[src/cl_consts.svh]
/* Width, identification, LED, ROM and memory issue-depth constants */
`ifndef CL_CONSTS_SVH
`define CL_CONSTS_SVH

// Host register port
`define CL_HOST_ADDR_W 16
`define CL_HOST_DATA_W 32

// Shared memory port
`define CL_MEM_ADDR_W 32
`define CL_MEM_DATA_W 64
`define CL_MEM_TAG_W 4
`define CL_MEM_ISSUE_DEPTH 4

// Identification and status
`define CL_ID0 32'hF001_1D0F
`define CL_ID1 32'h1D51_FEDC
`define CL_VLED_PATTERN 16'hBEEF

// Configuration ROM
`define CL_ROM_TAG 16'hC0F9
`define CL_ROM_ELS 32

`endif
[src/cl_pkg.sv]
/* Host and memory request/response types, region and CSR codes, host address union */
`default_nettype none

`include "cl_consts.svh"

package cl_pkg;

  typedef enum logic [1:0] {
    REGION_ROM     = 2'd0,
    REGION_CSR     = 2'd1,
    REGION_UNMAP_A = 2'd2,
    REGION_UNMAP_B = 2'd3
  } host_region_e;

  typedef enum logic [3:0] {
    CSR_ID0     = 4'd0,
    CSR_ID1     = 4'd1,
    CSR_DIP     = 4'd2,
    CSR_LED     = 4'd3,
    CSR_SCRATCH = 4'd4
  } csr_sel_e;

  // ----------------------------------------
  // Host address, same region bits in both views
  // ----------------------------------------
  typedef struct packed {
    host_region_e                  region;
    logic [`CL_HOST_ADDR_W-11:0]   unused;
    logic [7:0]                    index;
  } rom_view_t;

  typedef struct packed {
    host_region_e                  region;
    logic [`CL_HOST_ADDR_W-7:0]    unused;
    logic [3:0]                    reg_sel;
  } csr_view_t;

  typedef union packed {
    rom_view_t rom_view;
    csr_view_t csr_view;
  } host_addr_u;

  typedef struct packed {
    host_addr_u                  addr;
    logic [`CL_HOST_DATA_W-1:0]  wdata;
    logic                        write;
  } host_req_t;

  typedef struct packed {
    logic [`CL_HOST_DATA_W-1:0]  rdata;
    logic                        err;
  } host_rsp_t;

  // ----------------------------------------
  // Memory port
  // ----------------------------------------
  typedef struct packed {
    logic [`CL_MEM_ADDR_W-1:0]  addr;
    logic [`CL_MEM_DATA_W-1:0]  wdata;
    logic                       write;
    logic [`CL_MEM_TAG_W-1:0]   tag;
  } mem_req_t;

  typedef struct packed {
    logic [`CL_MEM_DATA_W-1:0]  rdata;
    logic [`CL_MEM_TAG_W-1:0]   tag;
  } mem_rsp_t;

endpackage

`default_nettype wire

[src/cl_top.sv]
/* Top level with status block, host register path and shared memory arbiter */
`timescale 1ns/1ps
`default_nettype none

module cl_top (
  input  logic              clk_main_a0,
  input  logic              rst_main_n_sync,
  // Host register port
  input  logic              host_req_valid_i,
  input  cl_pkg::host_req_t host_req_i,
  output logic              host_req_ready_o,
  output logic              host_rsp_valid_o,
  output cl_pkg::host_rsp_t host_rsp_o,
  input  logic              host_rsp_ready_i,
  // Virtual DIP and LED
  input  logic [15:0]       status_vdip_i,
  output logic [15:0]       status_vled_o,
  // DMA requester
  input  logic              dma_req_valid_i,
  input  cl_pkg::mem_req_t  dma_req_i,
  output logic              dma_req_ready_o,
  output logic              dma_rsp_valid_o,
  output cl_pkg::mem_rsp_t  dma_rsp_o,
  input  logic              dma_rsp_ready_i,
  // Accelerator requester
  input  logic              accel_req_valid_i,
  input  cl_pkg::mem_req_t  accel_req_i,
  output logic              accel_req_ready_o,
  output logic              accel_rsp_valid_o,
  output cl_pkg::mem_rsp_t  accel_rsp_o,
  input  logic              accel_rsp_ready_i,
  // Memory port
  output logic              mem_req_valid_o,
  output cl_pkg::mem_req_t  mem_req_o,
  input  logic              mem_req_ready_i,
  input  logic              mem_rsp_valid_i,
  input  cl_pkg::mem_rsp_t  mem_rsp_i,
  output logic              mem_rsp_ready_o
);

  logic [15:0]       vdip_sync;
  logic              slc_valid;
  cl_pkg::host_req_t slc_req;
  logic              slc_ready;
  logic [7:0]        rom_index;
  logic [31:0]       rom_data;
  logic              rom_hit;

  cl_status u_status (
    .clk_main_a0    (clk_main_a0),
    .rst_main_n_sync(rst_main_n_sync),
    .status_vdip_i  (status_vdip_i),
    .status_vled_o  (status_vled_o),
    .vdip_sync_o    (vdip_sync)
  );

  // ----------------------------------------
  // Host register path
  // ----------------------------------------
  cl_host_slice u_host_slice (
    .clk_main_a0    (clk_main_a0),
    .rst_main_n_sync(rst_main_n_sync),
    .s_valid_i      (host_req_valid_i),
    .s_req_i        (host_req_i),
    .s_ready_o      (host_req_ready_o),
    .m_valid_o      (slc_valid),
    .m_req_o        (slc_req),
    .m_ready_i      (slc_ready)
  );

  cl_host_decode u_host_decode (
    .clk_main_a0    (clk_main_a0),
    .rst_main_n_sync(rst_main_n_sync),
    .req_valid_i    (slc_valid),
    .req_i          (slc_req),
    .req_ready_o    (slc_ready),
    .rsp_valid_o    (host_rsp_valid_o),
    .rsp_o          (host_rsp_o),
    .rsp_ready_i    (host_rsp_ready_i),
    .vdip_i         (vdip_sync),
    .vled_i         (status_vled_o),
    .rom_index_o    (rom_index),
    .rom_data_i     (rom_data),
    .rom_hit_i      (rom_hit)
  );

  cl_config_rom u_config_rom (
    .clk_main_a0(clk_main_a0),
    .index_i    (rom_index),
    .data_o     (rom_data),
    .hit_o      (rom_hit)
  );

  // ----------------------------------------
  // Shared memory path, DMA on slot 0
  // ----------------------------------------
  cl_mem_arbiter u_mem_arbiter (
    .clk_main_a0    (clk_main_a0),
    .rst_main_n_sync(rst_main_n_sync),
    .req_valid_i    ({accel_req_valid_i, dma_req_valid_i}),
    .req_i          ({accel_req_i, dma_req_i}),
    .req_ready_o    ({accel_req_ready_o, dma_req_ready_o}),
    .rsp_valid_o    ({accel_rsp_valid_o, dma_rsp_valid_o}),
    .rsp_o          ({accel_rsp_o, dma_rsp_o}),
    .rsp_ready_i    ({accel_rsp_ready_i, dma_rsp_ready_i}),
    .mem_req_valid_o(mem_req_valid_o),
    .mem_req_o      (mem_req_o),
    .mem_req_ready_i(mem_req_ready_i),
    .mem_rsp_valid_i(mem_rsp_valid_i),
    .mem_rsp_i      (mem_rsp_i),
    .mem_rsp_ready_o(mem_rsp_ready_o)
  );

endmodule

`default_nettype wire

[src/cl_mem_arbiter.sv]
/* Round-robin 2:1 memory arbiter with in-order response steering */
`timescale 1ns/1ps
`default_nettype none

`include "cl_consts.svh"

module cl_mem_arbiter (
  input  logic                   clk_main_a0,
  input  logic                   rst_main_n_sync,
  // Requesters, 0 is DMA and 1 is the accelerator
  input  logic [1:0]             req_valid_i,
  input  cl_pkg::mem_req_t [1:0] req_i,
  output logic [1:0]             req_ready_o,
  output logic [1:0]             rsp_valid_o,
  output cl_pkg::mem_rsp_t [1:0] rsp_o,
  input  logic [1:0]             rsp_ready_i,
  // Shared memory port
  output logic                   mem_req_valid_o,
  output cl_pkg::mem_req_t       mem_req_o,
  input  logic                   mem_req_ready_i,
  input  logic                   mem_rsp_valid_i,
  input  cl_pkg::mem_rsp_t       mem_rsp_i,
  output logic                   mem_rsp_ready_o
);

  localparam int DEPTH = `CL_MEM_ISSUE_DEPTH;
  localparam int PTR_W = $clog2(DEPTH);
  localparam int CNT_W = $clog2(DEPTH + 1);

  logic             src_q [DEPTH];
  logic [PTR_W-1:0] wr_ptr_q;
  logic [PTR_W-1:0] rd_ptr_q;
  logic [CNT_W-1:0] count_q;
  logic             rr_q;
  logic             gnt_sel;
  logic             full;
  logic             q_empty;
  logic             can_issue;
  logic             issue;
  logic             pop;
  logic             head_src;

  // ----------------------------------------
  // Request side
  // ----------------------------------------
  assign full      = count_q == CNT_W'(DEPTH);
  assign q_empty   = count_q == '0;
  // Pointer picks only when both want the port
  assign gnt_sel   = (&req_valid_i) ? rr_q : req_valid_i[1];
  assign can_issue = !full && mem_req_ready_i;

  assign req_ready_o[0]  = can_issue && !gnt_sel;
  assign req_ready_o[1]  = can_issue && gnt_sel;
  assign mem_req_valid_o = (|req_valid_i) && !full;
  assign mem_req_o       = req_i[gnt_sel];
  assign issue           = mem_req_valid_o && mem_req_ready_i;

  // ----------------------------------------
  // Response side
  // ----------------------------------------
  assign head_src        = src_q[rd_ptr_q];
  assign rsp_valid_o[0]  = mem_rsp_valid_i && !q_empty && !head_src;
  assign rsp_valid_o[1]  = mem_rsp_valid_i && !q_empty && head_src;
  assign rsp_o[0]        = mem_rsp_i;
  assign rsp_o[1]        = mem_rsp_i;
  // Owner back-pressure reaches the memory port
  assign mem_rsp_ready_o = rsp_ready_i[head_src];
  assign pop             = mem_rsp_valid_i && mem_rsp_ready_o && !q_empty;

  always_ff @(posedge clk_main_a0) begin
    if (!rst_main_n_sync) begin
      wr_ptr_q <= '0;
      rd_ptr_q <= '0;
      count_q  <= '0;
      rr_q     <= 1'b0;
    end else begin
      if (issue) begin
        wr_ptr_q <= (wr_ptr_q == PTR_W'(DEPTH - 1)) ? '0 : wr_ptr_q + 1'b1;
        rr_q     <= !gnt_sel;
      end
      if (pop) begin
        rd_ptr_q <= (rd_ptr_q == PTR_W'(DEPTH - 1)) ? '0 : rd_ptr_q + 1'b1;
      end
      count_q <= count_q + CNT_W'(issue) - CNT_W'(pop);
    end
  end

  // Source of each issued request, oldest at the read pointer
  always_ff @(posedge clk_main_a0) begin
    if (issue) begin
      src_q[wr_ptr_q] <= gnt_sel;
    end
  end

  a_no_orphan_rsp: assert property (@(posedge clk_main_a0) disable iff (!rst_main_n_sync)
    mem_rsp_valid_i |-> !q_empty);

  a_depth_bound: assert property (@(posedge clk_main_a0) disable iff (!rst_main_n_sync)
    count_q <= CNT_W'(DEPTH));

endmodule

`default_nettype wire

[src/cl_config_rom.sv]
/* Configuration ROM with registered read and range hit */
`timescale 1ns/1ps
`default_nettype none

`include "cl_consts.svh"

module cl_config_rom (
  input  logic        clk_main_a0,
  input  logic [7:0]  index_i,
  output logic [31:0] data_o,
  output logic        hit_o
);

  localparam int ROM_AW = $clog2(`CL_ROM_ELS);

  logic [31:0] rom_words [`CL_ROM_ELS];

  // Tag in the upper half, word number in the lower half
  for (genvar i = 0; i < `CL_ROM_ELS; i++) begin : g_word
    assign rom_words[i] = {`CL_ROM_TAG, 16'(i)};
  end

  always_ff @(posedge clk_main_a0) begin
    data_o <= rom_words[index_i[ROM_AW-1:0]];
    hit_o  <= 32'(index_i) < `CL_ROM_ELS;
  end

endmodule

`default_nettype wire

[src/cl_host_decode.sv]
/* Host region decoder with ROM, ID, status and scratch access and a held response */
`timescale 1ns/1ps
`default_nettype none

`include "cl_consts.svh"

module cl_host_decode (
  input  logic              clk_main_a0,
  input  logic              rst_main_n_sync,
  input  logic              req_valid_i,
  input  cl_pkg::host_req_t req_i,
  output logic              req_ready_o,
  output logic              rsp_valid_o,
  output cl_pkg::host_rsp_t rsp_o,
  input  logic              rsp_ready_i,
  input  logic [15:0]       vdip_i,
  input  logic [15:0]       vled_i,
  output logic [7:0]        rom_index_o,
  input  logic [31:0]       rom_data_i,
  input  logic              rom_hit_i
);

  logic                       s1_valid_q;
  cl_pkg::host_req_t          s1_req_q;
  cl_pkg::host_rsp_t          rsp_d;
  cl_pkg::host_rsp_t          rsp_q;
  logic                       rsp_valid_q;
  logic [`CL_HOST_DATA_W-1:0] scratch_q;
  logic                       scratch_we;
  logic [3:0]                 reg_sel;
  logic                       req_fire;

  // One request in the lookup stage at a time
  assign req_ready_o = !s1_valid_q && (!rsp_valid_q || rsp_ready_i);
  assign req_fire    = req_valid_i && req_ready_o;
  // ROM sees the index as the request is taken
  assign rom_index_o = req_i.addr.rom_view.index;
  assign reg_sel     = s1_req_q.addr.csr_view.reg_sel;

  // ----------------------------------------
  // Region decode of the lookup stage
  // ----------------------------------------
  always_comb begin
    rsp_d      = '0;
    scratch_we = 1'b0;
    case (s1_req_q.addr.csr_view.region)
      cl_pkg::REGION_ROM: begin
        if (s1_req_q.write) begin
          rsp_d.err = 1'b1;
        end else begin
          rsp_d.rdata = rom_hit_i ? rom_data_i : '0;
          rsp_d.err   = !rom_hit_i;
        end
      end
      cl_pkg::REGION_CSR: begin
        if (s1_req_q.write) begin
          if (reg_sel == cl_pkg::CSR_SCRATCH) begin
            scratch_we = s1_valid_q;
          end else begin
            rsp_d.err = 1'b1;
          end
        end else begin
          case (reg_sel)
            cl_pkg::CSR_ID0:     rsp_d.rdata = `CL_ID0;
            cl_pkg::CSR_ID1:     rsp_d.rdata = `CL_ID1;
            cl_pkg::CSR_DIP:     rsp_d.rdata = `CL_HOST_DATA_W'(vdip_i);
            cl_pkg::CSR_LED:     rsp_d.rdata = `CL_HOST_DATA_W'(vled_i);
            cl_pkg::CSR_SCRATCH: rsp_d.rdata = scratch_q;
            default:             rsp_d.err   = 1'b1;
          endcase
        end
      end
      default: rsp_d.err = 1'b1;
    endcase
  end

  always_ff @(posedge clk_main_a0) begin
    if (!rst_main_n_sync) begin
      s1_valid_q  <= 1'b0;
      rsp_valid_q <= 1'b0;
      scratch_q   <= '0;
    end else begin
      s1_valid_q <= req_fire;
      if (s1_valid_q) begin
        rsp_valid_q <= 1'b1;
      end else if (rsp_ready_i) begin
        rsp_valid_q <= 1'b0;
      end
      if (scratch_we) begin
        scratch_q <= s1_req_q.wdata;
      end
    end
  end

  // Request and response payload
  always_ff @(posedge clk_main_a0) begin
    if (req_fire) begin
      s1_req_q <= req_i;
    end
    if (s1_valid_q) begin
      rsp_q <= rsp_d;
    end
  end

  assign rsp_valid_o = rsp_valid_q;
  assign rsp_o       = rsp_q;

  a_rsp_hold: assert property (@(posedge clk_main_a0) disable iff (!rst_main_n_sync)
    rsp_valid_o && !rsp_ready_i |=> rsp_valid_o && $stable(rsp_o));

endmodule

`default_nettype wire

[src/cl_host_slice.sv]
/* Single-entry register slice for the host request channel */
`timescale 1ns/1ps
`default_nettype none

module cl_host_slice (
  input  logic              clk_main_a0,
  input  logic              rst_main_n_sync,
  // Upstream side
  input  logic              s_valid_i,
  input  cl_pkg::host_req_t s_req_i,
  output logic              s_ready_o,
  // Downstream side
  output logic              m_valid_o,
  output cl_pkg::host_req_t m_req_o,
  input  logic              m_ready_i
);

  logic              valid_q;
  cl_pkg::host_req_t req_q;
  logic              s_fire;

  // Room when empty or when the held entry drains this cycle
  assign s_ready_o = !valid_q || m_ready_i;
  assign s_fire    = s_valid_i && s_ready_o;

  always_ff @(posedge clk_main_a0) begin
    if (!rst_main_n_sync) begin
      valid_q <= 1'b0;
    end else if (s_fire) begin
      valid_q <= 1'b1;
    end else if (m_ready_i) begin
      valid_q <= 1'b0;
    end
  end

  // Payload stage
  always_ff @(posedge clk_main_a0) begin
    if (s_fire) begin
      req_q <= s_req_i;
    end
  end

  assign m_valid_o = valid_q;
  assign m_req_o   = req_q;

  a_m_req_hold: assert property (@(posedge clk_main_a0) disable iff (!rst_main_n_sync)
    m_valid_o && !m_ready_i |=> m_valid_o && $stable(m_req_o));

endmodule

`default_nettype wire

[src/cl_status.sv]
/* Virtual DIP synchronizer and virtual LED register */
`timescale 1ns/1ps
`default_nettype none

`include "cl_consts.svh"

module cl_status (
  input  logic        clk_main_a0,
  input  logic        rst_main_n_sync,
  input  logic [15:0] status_vdip_i,
  output logic [15:0] status_vled_o,
  output logic [15:0] vdip_sync_o
);

  logic [15:0] vdip_q1;
  logic [15:0] vdip_q2;
  logic [15:0] vled_q;

  always_ff @(posedge clk_main_a0) begin
    if (!rst_main_n_sync) begin
      vdip_q1       <= 16'h0000;
      vdip_q2       <= 16'h0000;
      vled_q        <= 16'h0000;
      status_vled_o <= 16'h0000;
    end else begin
      // Two-flop DIP synchronizer
      vdip_q1       <= status_vdip_i;
      vdip_q2       <= vdip_q1;
      // LED word, then one output stage
      vled_q        <= `CL_VLED_PATTERN;
      status_vled_o <= vled_q;
    end
  end

  assign vdip_sync_o = vdip_q2;

  // LED output holds its pattern for the rest of the run
  a_vled_steady: assert property (@(posedge clk_main_a0) disable iff (!rst_main_n_sync)
    status_vled_o == `CL_VLED_PATTERN |=> status_vled_o == `CL_VLED_PATTERN);

endmodule

`default_nettype wire

[config.mk]
export PLATFORM = sky130hd
export DESIGN_NAME = cl_top
export DESIGN_NICKNAME = d
export VERILOG_FILES = /design/src/cl_pkg.sv /design/src/cl_top.sv /design/src/cl_mem_arbiter.sv /design/src/cl_config_rom.sv /design/src/cl_host_decode.sv /design/src/cl_host_slice.sv /design/src/cl_status.sv
export VERILOG_INCLUDE_DIRS = /design/src
export SDC_FILE = /design/constraint.sdc
export NUM_CORES = 1
export LEC_CHECK = 0
export BUFFER_PORTS_ARGS = -buffer_cell sky130_fd_sc_hd__clkbuf_2
export CORE_AREA = 2 2 249 251
export CTS_CLUSTER_SIZE = 20
export DETAILED_ROUTE_END_ITERATION = 8
export DIE_AREA = 0 0 251 253
export HOLD_SLACK_MARGIN = 0.05
export PLACE_DENSITY = 0.46
export SYNTH_ARGS = -nofsm -noshare
export SYNTH_HDL_FRONTEND = slang
export SYNTH_SLANG_ARGS = --single-unit
export TNS_END_PERCENT = 50
[constraint.sdc]
create_clock -name clk_main_a0 -period 6.5 [get_ports clk_main_a0]
set_input_delay 0.65 -clock clk_main_a0 [delete_from_list [all_inputs] [get_ports clk_main_a0]]
set_output_delay 0.65 -clock clk_main_a0 [all_outputs]
set_load 0.1 [all_outputs]
==> summary.txt, run 1 <==
Status
  • Outcome: completed

Routing
  • DR pass1 iterations: 5
  • Vias: 6635
  • DRC errors left: 0
  • DR WL/cell: 21.9 um
  • Final wirelength: roughly 40 mm
  • DRT antenna net count: 0
  • Vias per cell: 3.58
  • DRT iter0 DRCs: roughly 270

Floorplanning
  • Die extent in x: around 250 um
  • Die H: between 200 and 300 um
  • Initial Util: 0.157
  • Die area: 0.0635 sq mm
  • Ports: between 600 and 700
  • CORE AREA: 0.0610 sq mm
  • Core Rows: 91

Clock network
  • Total CTS buffers: 24
  • Worst skew pair latency: 0.54 ns
  • # H-tree levels: 1
  • Post-CTS Hold Fix Bufs: 0
  • Root Buffer: clkbuf_16
  • Cts repair resizes: 0
  • CTS tree: yes
  • Post-CTS Setup Bufs: 0
  • Worst-path clk slew: 0.07 ns
  • Clk buf depth: 3
  • CTS Sinks: 204

Synthesis
  • Synth warn: 0
  • Cell area after synthesis: roughly 0.0096 sq mm
  • Synth unique cells: 45
  • Share of the yosys chip area belonging to registers: 0.550
  • Post-synth EDFFs: about 120
  • Mapped Cells: 759
  • Prevailing post-synth register cell: edfxtp_1
  • Synthesized flop and latch total: 204
  • Post-Syn Area per Cell: 12.6 sq um
  • Post-synth ARST share: 0

Critical path
  • Slowest CP cell: buf_4
  • CP cell instances: o21a_4 -> buf_4 -> mux2_1 -> clkbuf_2
  • CP startpoint: u_mem_arbiter.rr_q
  • Setup crit end: mem_req_o[27]
  • Largest stage delay, worst path: 0.62 ns
  • Critical path launch point type: flop
  • FF-to-FF setup slack: 3.82 ns
  • Critical path type: reg2out
  • CP arrival: 3.05 ns
  • CP Max Fanout: 52
  • Worst Setup End Kind: output port
  • CP delay by family, top: buffers and inverters
  • FF-to-FF End: u_mem_arbiter.count_q[2]
  • Critical Path Stages: 4
  • Buffers plus inverters on the worst setup path: 2
  • Worst EP required: 5.85 ns
  • Worst r2r path cells: 9

Timing
  • Final worst slack: 2.80 ns
  • TNS Setup: 0 ns
  • Slew @ Worst Pin: 1.12 ns
  • Worst slew margin: 0.254
  • Clk_skew: 0.0241 ns
  • Hold slack: 0.283 ns
  • Fin crit share: 0.569
  • Endpoints failing setup: 0
  • Crit path time final: 3.70 ns
  • Max Freq: ~270 MHz
  • Final Max Slew Viols: 0
  • Final hold viol count: 0
  • RSZ-0062 raised after global routing: false

Cells and area
  • Final core utilization: 0.202
  • Nets: 1389
  • Area grow syn2layout: 28.3%
  • Layout cells sized above 1: 0.458
  • Post-route cell area: 0.0123 sq mm

GRT
  • Vias in the first global route: 6886
  • First-pass GRT wire length: 54.2 mm
  • GRT Residual Overflow: 0
  • Global Route met2 Usage: 0.192
  • Met3 usage: 0.102
  • Initial antenna violation count: 18
  • GR Util All Layers: 0.122
  • Layer with the highest usage: met2
  • Largest net degree at the start of global routing: 80
  • GR Util met1: 0.122

Place
  • Post-DP Area: 0.0115 sq mm
  • Final HPWL DP: 33.6 mm
  • Placer Congestion: approximately 0.95
  • Buffers on Ports: between 400 and 500
  • Pre-CTS WS: 2.92 ns

Power
  • P_leak: 0.00506 uW
  • Worst vdd ir: ~160 uV
  • P per Cell Area: a little over 300 mW/mm^2

Hold path
  • Hold depth: 1
  • Worst hold path type: in2reg

Job
  • Max-capacitance violation count: 0
==> Yosys cell counts, drive strengths merged, types with 6 or more instances <==
library cell  number  area [sq um]
a21oi             22           110
o21ai              7          35.0
dfxtp             85          1700
buf              168          1240
clkbuf            16          60.1
nand2b             6          37.5
a22o              11          96.3
inv               13          48.8
mux2             102          1150
edfxtp           119          3570
nor2              16          62.6
ha                 7          87.6
mux2i             35           350
and2              45           282
nand2             22          82.6
nor2b             39           244
==> worst min-delay path by stage <==
| stage | end | slack (ns) | start |
|---|---|---|---|
| after CTS | u_host_slice.m_req_o[15] | 0.25 | host_req_i[15] |
| final | u_host_slice.m_req_o[15] | 0.28 | host_req_i[15] |
| after global routing | u_host_slice.m_req_o[29] | 0.25 | host_req_i[29] |
| after detailed placement | u_config_rom.data_o[4] | 0.33 | u_host_slice.m_req_o[37] |
| after global placement | u_config_rom.data_o[4] | 0.33 | u_host_slice.m_req_o[37] |
| after floorplan | u_config_rom.data_o[4] | 0.32 | u_host_slice.m_req_o[37] |
==> power by group <==
group / internal [uW] / leakage, uW / switching, uW / total (uW)
combinational: 200 / 0.00285 / 797 / 998
clock: 802 / 0.000387 / 551 / 1350
sequential: 1430 / 0.00183 / 34.2 / 1470
total: 2440 / 0.00506 / 1380 / 3820
==> state kept, by name, indices dropped and copies added, names as in the netlist, 3 cells and up, named ones only <==
| register | cells |
|---|---|
| u_host_decode.reg_sel | 4 |
| u_status.vdip_sync_o | 16 |
| u_host_decode.s1_req_q | 35 |
| u_mem_arbiter.src_q | 4 |
| u_host_decode.scratch_q | 32 |
| u_status.vdip_q1 | 16 |
| u_host_slice.m_req_o | 43 |
| u_host_decode.rsp_o | 33 |
| u_config_rom.data_o | 5 |
| u_mem_arbiter.count_q | 3 |
==> layer usage <==
layer  wire, um  share of wire  vias up
li1           -              -     3052
met3       7430           0.18       54
met2      18000           0.44      473
met4        892          0.022       20
met5        124         0.0031        -
met1      14100           0.35     3036
==> logic make-up (layout without fill, tap and decap cells) <==
kind of cell | after synthesis | in the layout | share of synthesized area
other | 1 | 10 | 0.000391
adder cells (fa/ha/maj) | 8 | 8 | 0.0112
buffers and inverters | 197 | 490 | 0.140
AO/OA/AOI/OAI | 58 | 58 | 0.0410
XOR/XNOR | 2 | 2 | 0.00183
AND/OR/NAND/NOR | 151 | 151 | 0.0960
multiplexers | 138 | 138 | 0.159
flip-flops | 204 | 204 | 0.550
==> placed cells by master (no fill, tap or decap), types with 3 or more instances in the layout <==
| cell | n |
|---|---|
| and2_1 | 43 |
| a21oi_1 | 22 |
| nand2b_1 | 6 |
| nor2b_1 | 39 |
| mux2i_1 | 35 |
| inv_1 | 12 |
| a21o_1 | 3 |
| edfxtp_1 | 119 |
| mux2_1 | 102 |
| o21ai_1 | 7 |
| clkbuf_8 | 3 |
| ha_1 | 7 |
| nand2_1 | 22 |
| diode_2 | 7 |
| nor2_1 | 15 |
| a22o_1 | 11 |
| inv_6 | 3 |
| dfxtp_1 | 84 |
| clkbuf_16 | 24 |
| and3_1 | 4 |
| clkbuf_1 | 6 |
| clkinv_2 | 3 |
| buf_4 | 8 |
| clkbuf_2 | 425 |
| nor3_1 | 4 |
| conb_1 | 3 |
| nand3_1 | 3 |
==> per-stage QoR <==
| stage | power (uW) | cells |
|---|---|---|
| 2_1_floorplan | 2650 | 761 |
| 3_3_place_gp | 2500 | 1800 |
| 3_5_place_dp | 2510 | 1800 |
| 4_1_cts | 3880 | 1844 |
| 5_1_grt | 3970 | 1848 |
| 6_report | 3820 | 1851 |
==> area by class of cell <==
class | count | area, sq um
timing repair buffer | 433 | 2190
inverter | 13 | 48.8
clock buffer | 33 | 664
fill | 6669 | 48700
clock inverter | 11 | 129
tap | 790 | 988
multi-input combinational | 360 | 2990
antenna | 7 | 17.5
sequential | 204 | 5280
(Power assumes the default switching activity.)
==> run 2, diff against run 1 <==
--- a/config.mk
+++ b/config.mk
@@ -7,12 +7,12 @@
 export NUM_CORES = 1
 export LEC_CHECK = 0
 export BUFFER_PORTS_ARGS = -buffer_cell sky130_fd_sc_hd__clkbuf_2
-export CORE_AREA = 2 2 249 251
+export CORE_AREA = 2 2 251 253
 export CTS_CLUSTER_SIZE = 20
 export DETAILED_ROUTE_END_ITERATION = 8
-export DIE_AREA = 0 0 251 253
+export DIE_AREA = 0 0 253 255
 export HOLD_SLACK_MARGIN = 0.05
-export PLACE_DENSITY = 0.46
+export PLACE_DENSITY = 0.47
 export SYNTH_ARGS = -nofsm -noshare
 export SYNTH_HDL_FRONTEND = slang
 export SYNTH_SLANG_ARGS = --single-unit
==> constraint.sdc (replaced) <==
create_clock -name clk_main_a0 -period 3.1 [get_ports clk_main_a0]
set_input_delay 0.31 -clock clk_main_a0 [delete_from_list [all_inputs] [get_ports clk_main_a0]]
set_output_delay 0.31 -clock clk_main_a0 [all_outputs]
set_load 0.1 [all_outputs]
==> summary.txt, run 2 (same netlist as run 1, synthesis figures left out) <==
Status
  • Outcome: completed

Timing
  • Clk_skew: 0.0139 ns (-0.0102 ns)
  • Worst slew margin: 0.394 (+0.140)
  • Max Freq: between 300 and 400 MHz
  • Crit path time final: 2.83 ns
  • Final hold viol count: 0 (unchanged)
  • Endpoints failing setup: 0 (unchanged)
  • Slew @ Worst Pin: 0.909 ns (-0.210 ns)
  • TNS Setup: 0 ns (unchanged)
  • Hold slack: 0.0725 ns (-0.211 ns)
  • Final Max Slew Viols: 0 (unchanged)
  • Final worst slack: 0.269 ns (-2.53 ns)
  • Fin crit share: 0.913
  • RSZ-0062 raised after global routing: false

Clock network
  • Clk buf depth: 3 (unchanged)
  • Post-CTS Hold Fix Bufs: 59 (+59)
  • CTS Sinks: 204 (unchanged)
  • Worst skew pair latency: 0.53 ns (about the same)
  • # H-tree levels: 1 (unchanged)
  • Total CTS buffers: 24 (unchanged)
  • Worst-path clk slew: 0.06 ns (about the same)
  • Cts repair resizes: 0 (unchanged)
  • Root Buffer: clkbuf_16
  • Post-CTS Setup Bufs: 0 (unchanged)
  • CTS tree: yes

Critical path
  • Worst Setup End Kind: output port
  • Critical path launch point type: flop
  • CP Max Fanout: 34 (-35%)
  • Critical path type: reg2out
  • Worst EP required: 2.79 ns (-3.06 ns)
  • CP arrival: 2.52 ns (-0.53 ns)

GRT
  • First-pass GRT wire length: 51.6 mm (-4.8%)
  • Largest net degree at the start of global routing: 44 (-45%)
  • GRT Residual Overflow: 0 (unchanged)
  • Initial antenna violation count: 13 (-5)
  • GR Util All Layers: 0.112 (-0.0102)
  • Vias in the first global route: 7215 (+4.8%)

Cells and area
  • Area grow syn2layout: 34.6%
  • Post-route cell area: 0.0129 sq mm (+4.9%)
  • Most common cell after layout, fill and taps aside: clkbuf_2
  • Fillers: 6798 (+1.9%)
  • Most frequent cells in the layout: clkbuf_2, edfxtp_1, mux2_1
  • Largest register FFs: 43 (unchanged)
  • Layout cells sized above 1: 0.434 (-0.0246)
  • Nets: 1451 (+4.5%)

Floorplanning
  • Die extent in x: 253 um (+0.80%)
  • Die area: 0.0645 sq mm (+1.6%)
  • Ports: 639 (unchanged)
  • Initial Util: 0.154 (-0.00286)
  • Core Rows: 92 (+1.1%)
  • CORE AREA: 0.0622 sq mm (+1.9%)
  • Die H: 255 um (+0.79%)

Place
  • Post-DP Area: 0.0116 sq mm (+0.62%)
  • Final HPWL DP: 31.0 mm (-7.7%)
  • Placer Congestion: 0.876 (-7.3%)
  • Buffers on Ports: 425 (unchanged)
  • Pre-CTS WS: 0.380 ns (-2.54 ns)

Routing
  • Vias: 6868 (+3.5%)
  • DR pass1 iterations: 4 (-1)
  • DR WL/cell: 19.7 um (-10%)
  • Final wirelength: 37.7 mm (-6.9%)
  • DRC errors left: 0 (unchanged)
  • DRT antenna net count: 0 (unchanged)
  • Vias per cell: 3.58 (-0.10%)
  • DRT iter0 DRCs: 274 (+0.37%)

Power
  • P_leak: 0.00531 uW (+4.8%)
  • Power Total: 7890 uW (+110%)
  • P per Cell Area: 612 mW/mm^2 (+97%)
  • Worst vdd ir: 347 uV (+120%)

Hold path
  • Worst hold path type: in2reg

Job
  • Max-capacitance violation count: 0 (unchanged)
-- run 2: changes by cell type in the layout (fill, tap and decap cells not counted), moves of 2 or more --
cell,delta
diode_2,-4
inv_6,-3
buf_12,+3
clkbuf_8,-3
clkinv_4,+2
clkinv_1,+3
inv_4,+2
dlygate4sd3_1,+59
-- run 2: worst paths after layout --
path / startpoint / to / slack, ns / cells past startpoint
setup / recovery: u_mem_arbiter.rr_q / mem_req_o[41] / 0.27 / 4
setup reg to reg: flop / u_mem_arbiter.count_q[2] / 0.41 / 9
hold reg to reg: u_host_slice.m_req_o[37] / u_config_rom.data_o[4] / 0.36 / 0
hold / removal: status_vdip_i[12] / u_status.vdip_q1[12] / 0.07 / 2
-- run 2: critical path, cell delays in order (launching register included) --
cell and delay, ns:
dfxtp_1 0.37, o21a_4 0.46, buf_4 0.29, mux2_1 0.34, clkbuf_2 0.46
-- run 2: metal layers --
| layer | vias to the layer above | part of all wire | global-route usage |
|---|---|---|---|
| li1 | 3171 | - | - |
| met1 | 3195 | 0.40 | 0.129 |
| met2 | 439 | 0.44 | 0.175 |
| met3 | 42 | 0.14 | 0.0710 |
| met4 | 21 | 0.012 | 0.0210 |
| met5 | - | 0.0070 | 0.0173 |
-- run 2: power by group --
part	switching [uW]	total [uW]	internal (uW)
Sequential	73.1	3080	3010
Clock	1140	2660	1520
Combinational	1680	2150	476
-- run 2: layout make-up --
class                           instances  area (sq um)  area share
Sequential cell                       204          5280       0.409
Multi-Input combinational cell        360          2990       0.232
Timing Repair Buffer                  495          2840       0.220
Tap cell                              799          1000      0.0775
Clock buffer                           29           619      0.0480
Clock inverter                         15           121     0.00941
Inverter                               13          48.8     0.00378
Antenna cell                            3          7.51    0.000582
-- run 2: stage by stage --
stage          std cells  utilization
3_3_place_gp        1812        0.186
6_report            1918        0.207
5_1_grt             1918        0.207
3_5_place_dp        1812        0.186
2_1_floorplan        761            -
4_1_cts             1915        0.207
==> run 3, diff against run 2 <==
--- a/config.mk
+++ b/config.mk
@@ -6,13 +6,14 @@
 export SDC_FILE = /design/constraint.sdc
 export NUM_CORES = 1
 export LEC_CHECK = 0
+export ABC_AREA = 1
 export BUFFER_PORTS_ARGS = -buffer_cell sky130_fd_sc_hd__clkbuf_2
 export CORE_AREA = 2 2 251 253
 export CTS_CLUSTER_SIZE = 20
 export DETAILED_ROUTE_END_ITERATION = 8
 export DIE_AREA = 0 0 253 255
 export HOLD_SLACK_MARGIN = 0.05
-export PLACE_DENSITY = 0.47
+export PLACE_DENSITY = 0.46
 export SYNTH_ARGS = -nofsm -noshare
 export SYNTH_HDL_FRONTEND = slang
 export SYNTH_SLANG_ARGS = --single-unit
==> constraint.sdc (replaced) <==
create_clock -name clk_main_a0 -period 3.15 [get_ports clk_main_a0]
set_input_delay 0.315 -clock clk_main_a0 [delete_from_list [all_inputs] [get_ports clk_main_a0]]
set_output_delay 0.315 -clock clk_main_a0 [all_outputs]
set_load 0.1 [all_outputs]
==> summary.txt, run 3 <==
Cells and area
  • Most frequent cells in the layout: nand2_1, clkbuf_2, edfxtp_1
  • Final core utilization: 0.232 (+0.0248)
  • Layout cells sized above 1: 0.342 (-0.0921)
  • Nets: 1781 (+23%)
  • Area grow syn2layout: 50.1%
  • Largest register FFs: 43 (unchanged)
  • Most common cell after layout, fill and taps aside: nand2_1

Critical path
  • Critical path launch point type: flop
  • CP Max Fanout: 102 (+200%)
  • Top cell by count, worst path: nand2_1
  • Worst Setup End Kind: output port
  • Buffers plus inverters on the worst setup path: 3 (+1)
  • CP arrival: 2.13 ns (-0.39 ns)
  • CP delay by family, top: buffers and inverters
  • Largest stage delay, worst path: 0.34 ns (-0.12 ns)
  • Critical path type: reg2out
  • Slowest CP cell: buf_12
  • CP cell instances: inv_1 -> nand2_1 -> nand2_4 -> buf_12 -> nand2_1 -> nand2_1 -> buf_12
  • Worst EP required: 2.83 ns (+0.04 ns)

Timing
  • Slew @ Worst Pin: 0.733 ns (-0.176 ns)
  • Final Max Slew Viols: 0 (unchanged)
  • Clk_skew: 0.00750 ns (-0.00643 ns)
  • Fin crit share: 0.775
  • Worst slew margin: 0.510 (+0.116)
  • RSZ-0062 raised after global routing: false
  • Max Freq: 410 MHz
  • Endpoints failing setup: 0 (unchanged)
  • Crit path time final: 2.44 ns
  • Final hold viol count: 0 (unchanged)
  • TNS Setup: 0 ns (unchanged)

Power
  • P per Cell Area: 619 mW/mm^2 (+1.1%)
  • P_leak: 0.00679 uW (+28%)
  • Worst vdd ir: 244 uV (-30%)

Place
  • Placer Congestion: 0.829 (-5.4%)
  • Buffers on Ports: 425 (unchanged)
  • Final HPWL DP: 30.6 mm (-1.1%)

Floorplanning
  • Core Rows: 92 (unchanged)
  • Initial Util: 0.155 (+0.000584)
  • Die extent in x: 253 um (unchanged)
  • Die H: 255 um (unchanged)
  • Ports: 639 (unchanged)
  • Die area: 0.0645 sq mm (unchanged)
  • CORE AREA: 0.0622 sq mm (unchanged)

Synthesis
  • Synthesized flop and latch total: 204 (unchanged)
  • Post-synth EDFFs: 119 (unchanged)
  • Post-synth ARST share: 0 (unchanged)
  • Post-Syn Area per Cell: 8.73 sq um (-31%)
  • Synth warn: 0 (unchanged)
  • Share of the yosys chip area belonging to registers: 0.548 (-0.00208)
  • Top cell type by total area after synthesis: edfxtp_1
  • Cell area after synthesis: 0.00962 sq mm (+0.38%)
  • Prevailing post-synth register cell: edfxtp_1
  • Ranking of synthesized cells by area: edfxtp_1, dfxtp_1, nand2_1
  • Synth unique cells: 33 (-27%)
  • Mapped Cells: 1102 (+45%)
  • Synth top area share: 0.371 (-0.00141)
  • Most common cell in the netlist: nand2_1
  • Commonest cells in the synthesized netlist: nand2_1, buf_4, edfxtp_1

Routing
  • Final wirelength: 37.7 mm (about the same)
  • DR WL/cell: 16.8 um (-15%)
  • Vias: 8019 (+17%)
  • DR pass1 iterations: 5 (+1)
  • DRT antenna net count: 0 (unchanged)
  • Vias per cell: 3.57 (-0.34%)
  • DRC errors left: 0 (unchanged)
  • DRT iter0 DRCs: 433 (+58%)

Clock network
  • Root Buffer: clkbuf_16
  • Post-CTS Setup Bufs: 0 (unchanged)
  • Worst skew pair latency: 0.53 ns (about the same)
  • Total CTS buffers: 24 (unchanged)
  • Clk buf depth: 3 (unchanged)
  • # H-tree levels: 1 (unchanged)
  • CTS tree: yes
  • CTS Sinks: 204 (unchanged)
  • Worst-path clk slew: 0.07 ns (about the same)

GRT
  • Largest net degree at the start of global routing: 107 (+140%)
  • Initial antenna violation count: 3 (-10)
  • GRT Residual Overflow: 0 (unchanged)
  • First-pass GRT wire length: 54.2 mm (+5.2%)
  • Vias in the first global route: 8362 (+16%)
  • GR Util All Layers: 0.114 (+0.00138)

Hold path
  • Worst hold path type: in2reg

Status
  • Outcome: completed

Job
  • Max-capacitance violation count: 0 (unchanged)
-- run 3: changes by cell type after synthesis, moves of 6 or more --
cell and delta:
a22o_1 -11, mux2i_1 -35, nand3_1 +50, buf_2 +8
nor2b_1 -39, inv_1 +63, nand2_1 +428, a21oi_1 +32
mux2_1 -102, and2_1 -45, nor2_1 +12, nand2b_1 -6
-- run 3: timing repair --
item | CTS | global route
hold buffers | 59 | 0
gates resized for setup | 0 | 0
hold endpoints to repair | 59 | 0
-- run 3: through the flow --
stage               total power [uW]  instance area (sq um)  setup WS, ns  std cells  hold slack (ns)
global placement                6090                  13000         0.902       2142            0.333
finish                          8940                  14400         0.708       2247           0.0960
detailed placement              6100                  13000         0.900       2142            0.333
floorplan                       5770                   9630       -0.0186       1104            0.323
CTS                             9090                  14400         0.698       2245           0.0655
global route                    9310                  14400         0.617       2246           0.0898
-- run 3: cells by family (layout without fill, tap and decap cells) --
kind of cell | count (synthesis) | count (layout) | synth area share
adder cells (fa/ha/maj) | 8 | 8 | 0.0112
AND/OR/NAND/NOR | 542 | 542 | 0.223
other | 1 | 5 | 0.000390
buffers and inverters | 276 | 618 | 0.176
flip-flops | 204 | 204 | 0.548
XOR/XNOR | 2 | 2 | 0.00182
AO/OA/AOI/OAI | 69 | 69 | 0.0390
-- run 3: final cells by class --
cell class | instances | area [sq um]
antenna | 2 | 5.00
clock buffer | 28 | 647
clock inverter | 16 | 179
fill | 6773 | 47700
inverter | 81 | 312
multi-input combinational | 624 | 2680
sequential | 204 | 5280
tap | 799 | 1000
timing repair buffer | 493 | 4340
-- run 3: power by group --
group / internal [uW] / total [uW] / switching [uW]
combinational: 917 / 3040 / 2120
sequential: 2970 / 3040 / 64.0
clock: 1730 / 2860 / 1140
-- run 3: path summary, 6_finish.rpt --
check | to | depth (start not counted) | slack (ns) | startpoint
max reg2reg | u_host_decode.scratch_q[17] | 7 | 0.92 | u_host_decode.s1_valid_q
max | mem_req_o[47] | 7 | 0.71 | u_mem_arbiter.rr_q
min | u_host_slice.m_valid_o | 3 | 0.1 | host_req_valid_i
min reg2reg | u_config_rom.data_o[4] | 0 | 0.35 | u_host_slice.m_req_o[37]
-- run 3: routing by layer --
| metal | routed length [um] | GRT usage | share of wire |
|---|---|---|---|
| met5 | 0 | 0 | 0 |
| met4 | 871 | 0.0328 | 0.023 |
| met3 | 3590 | 0.0431 | 0.095 |
| met1 | 15700 | 0.138 | 0.42 |
| met2 | 17500 | 0.187 | 0.46 |
-- run 3: worst min-delay path, stage by stage --
cell and delay (ns):
clkbuf_2 0.08, inv_1 0.10, a21oi_1 0.08
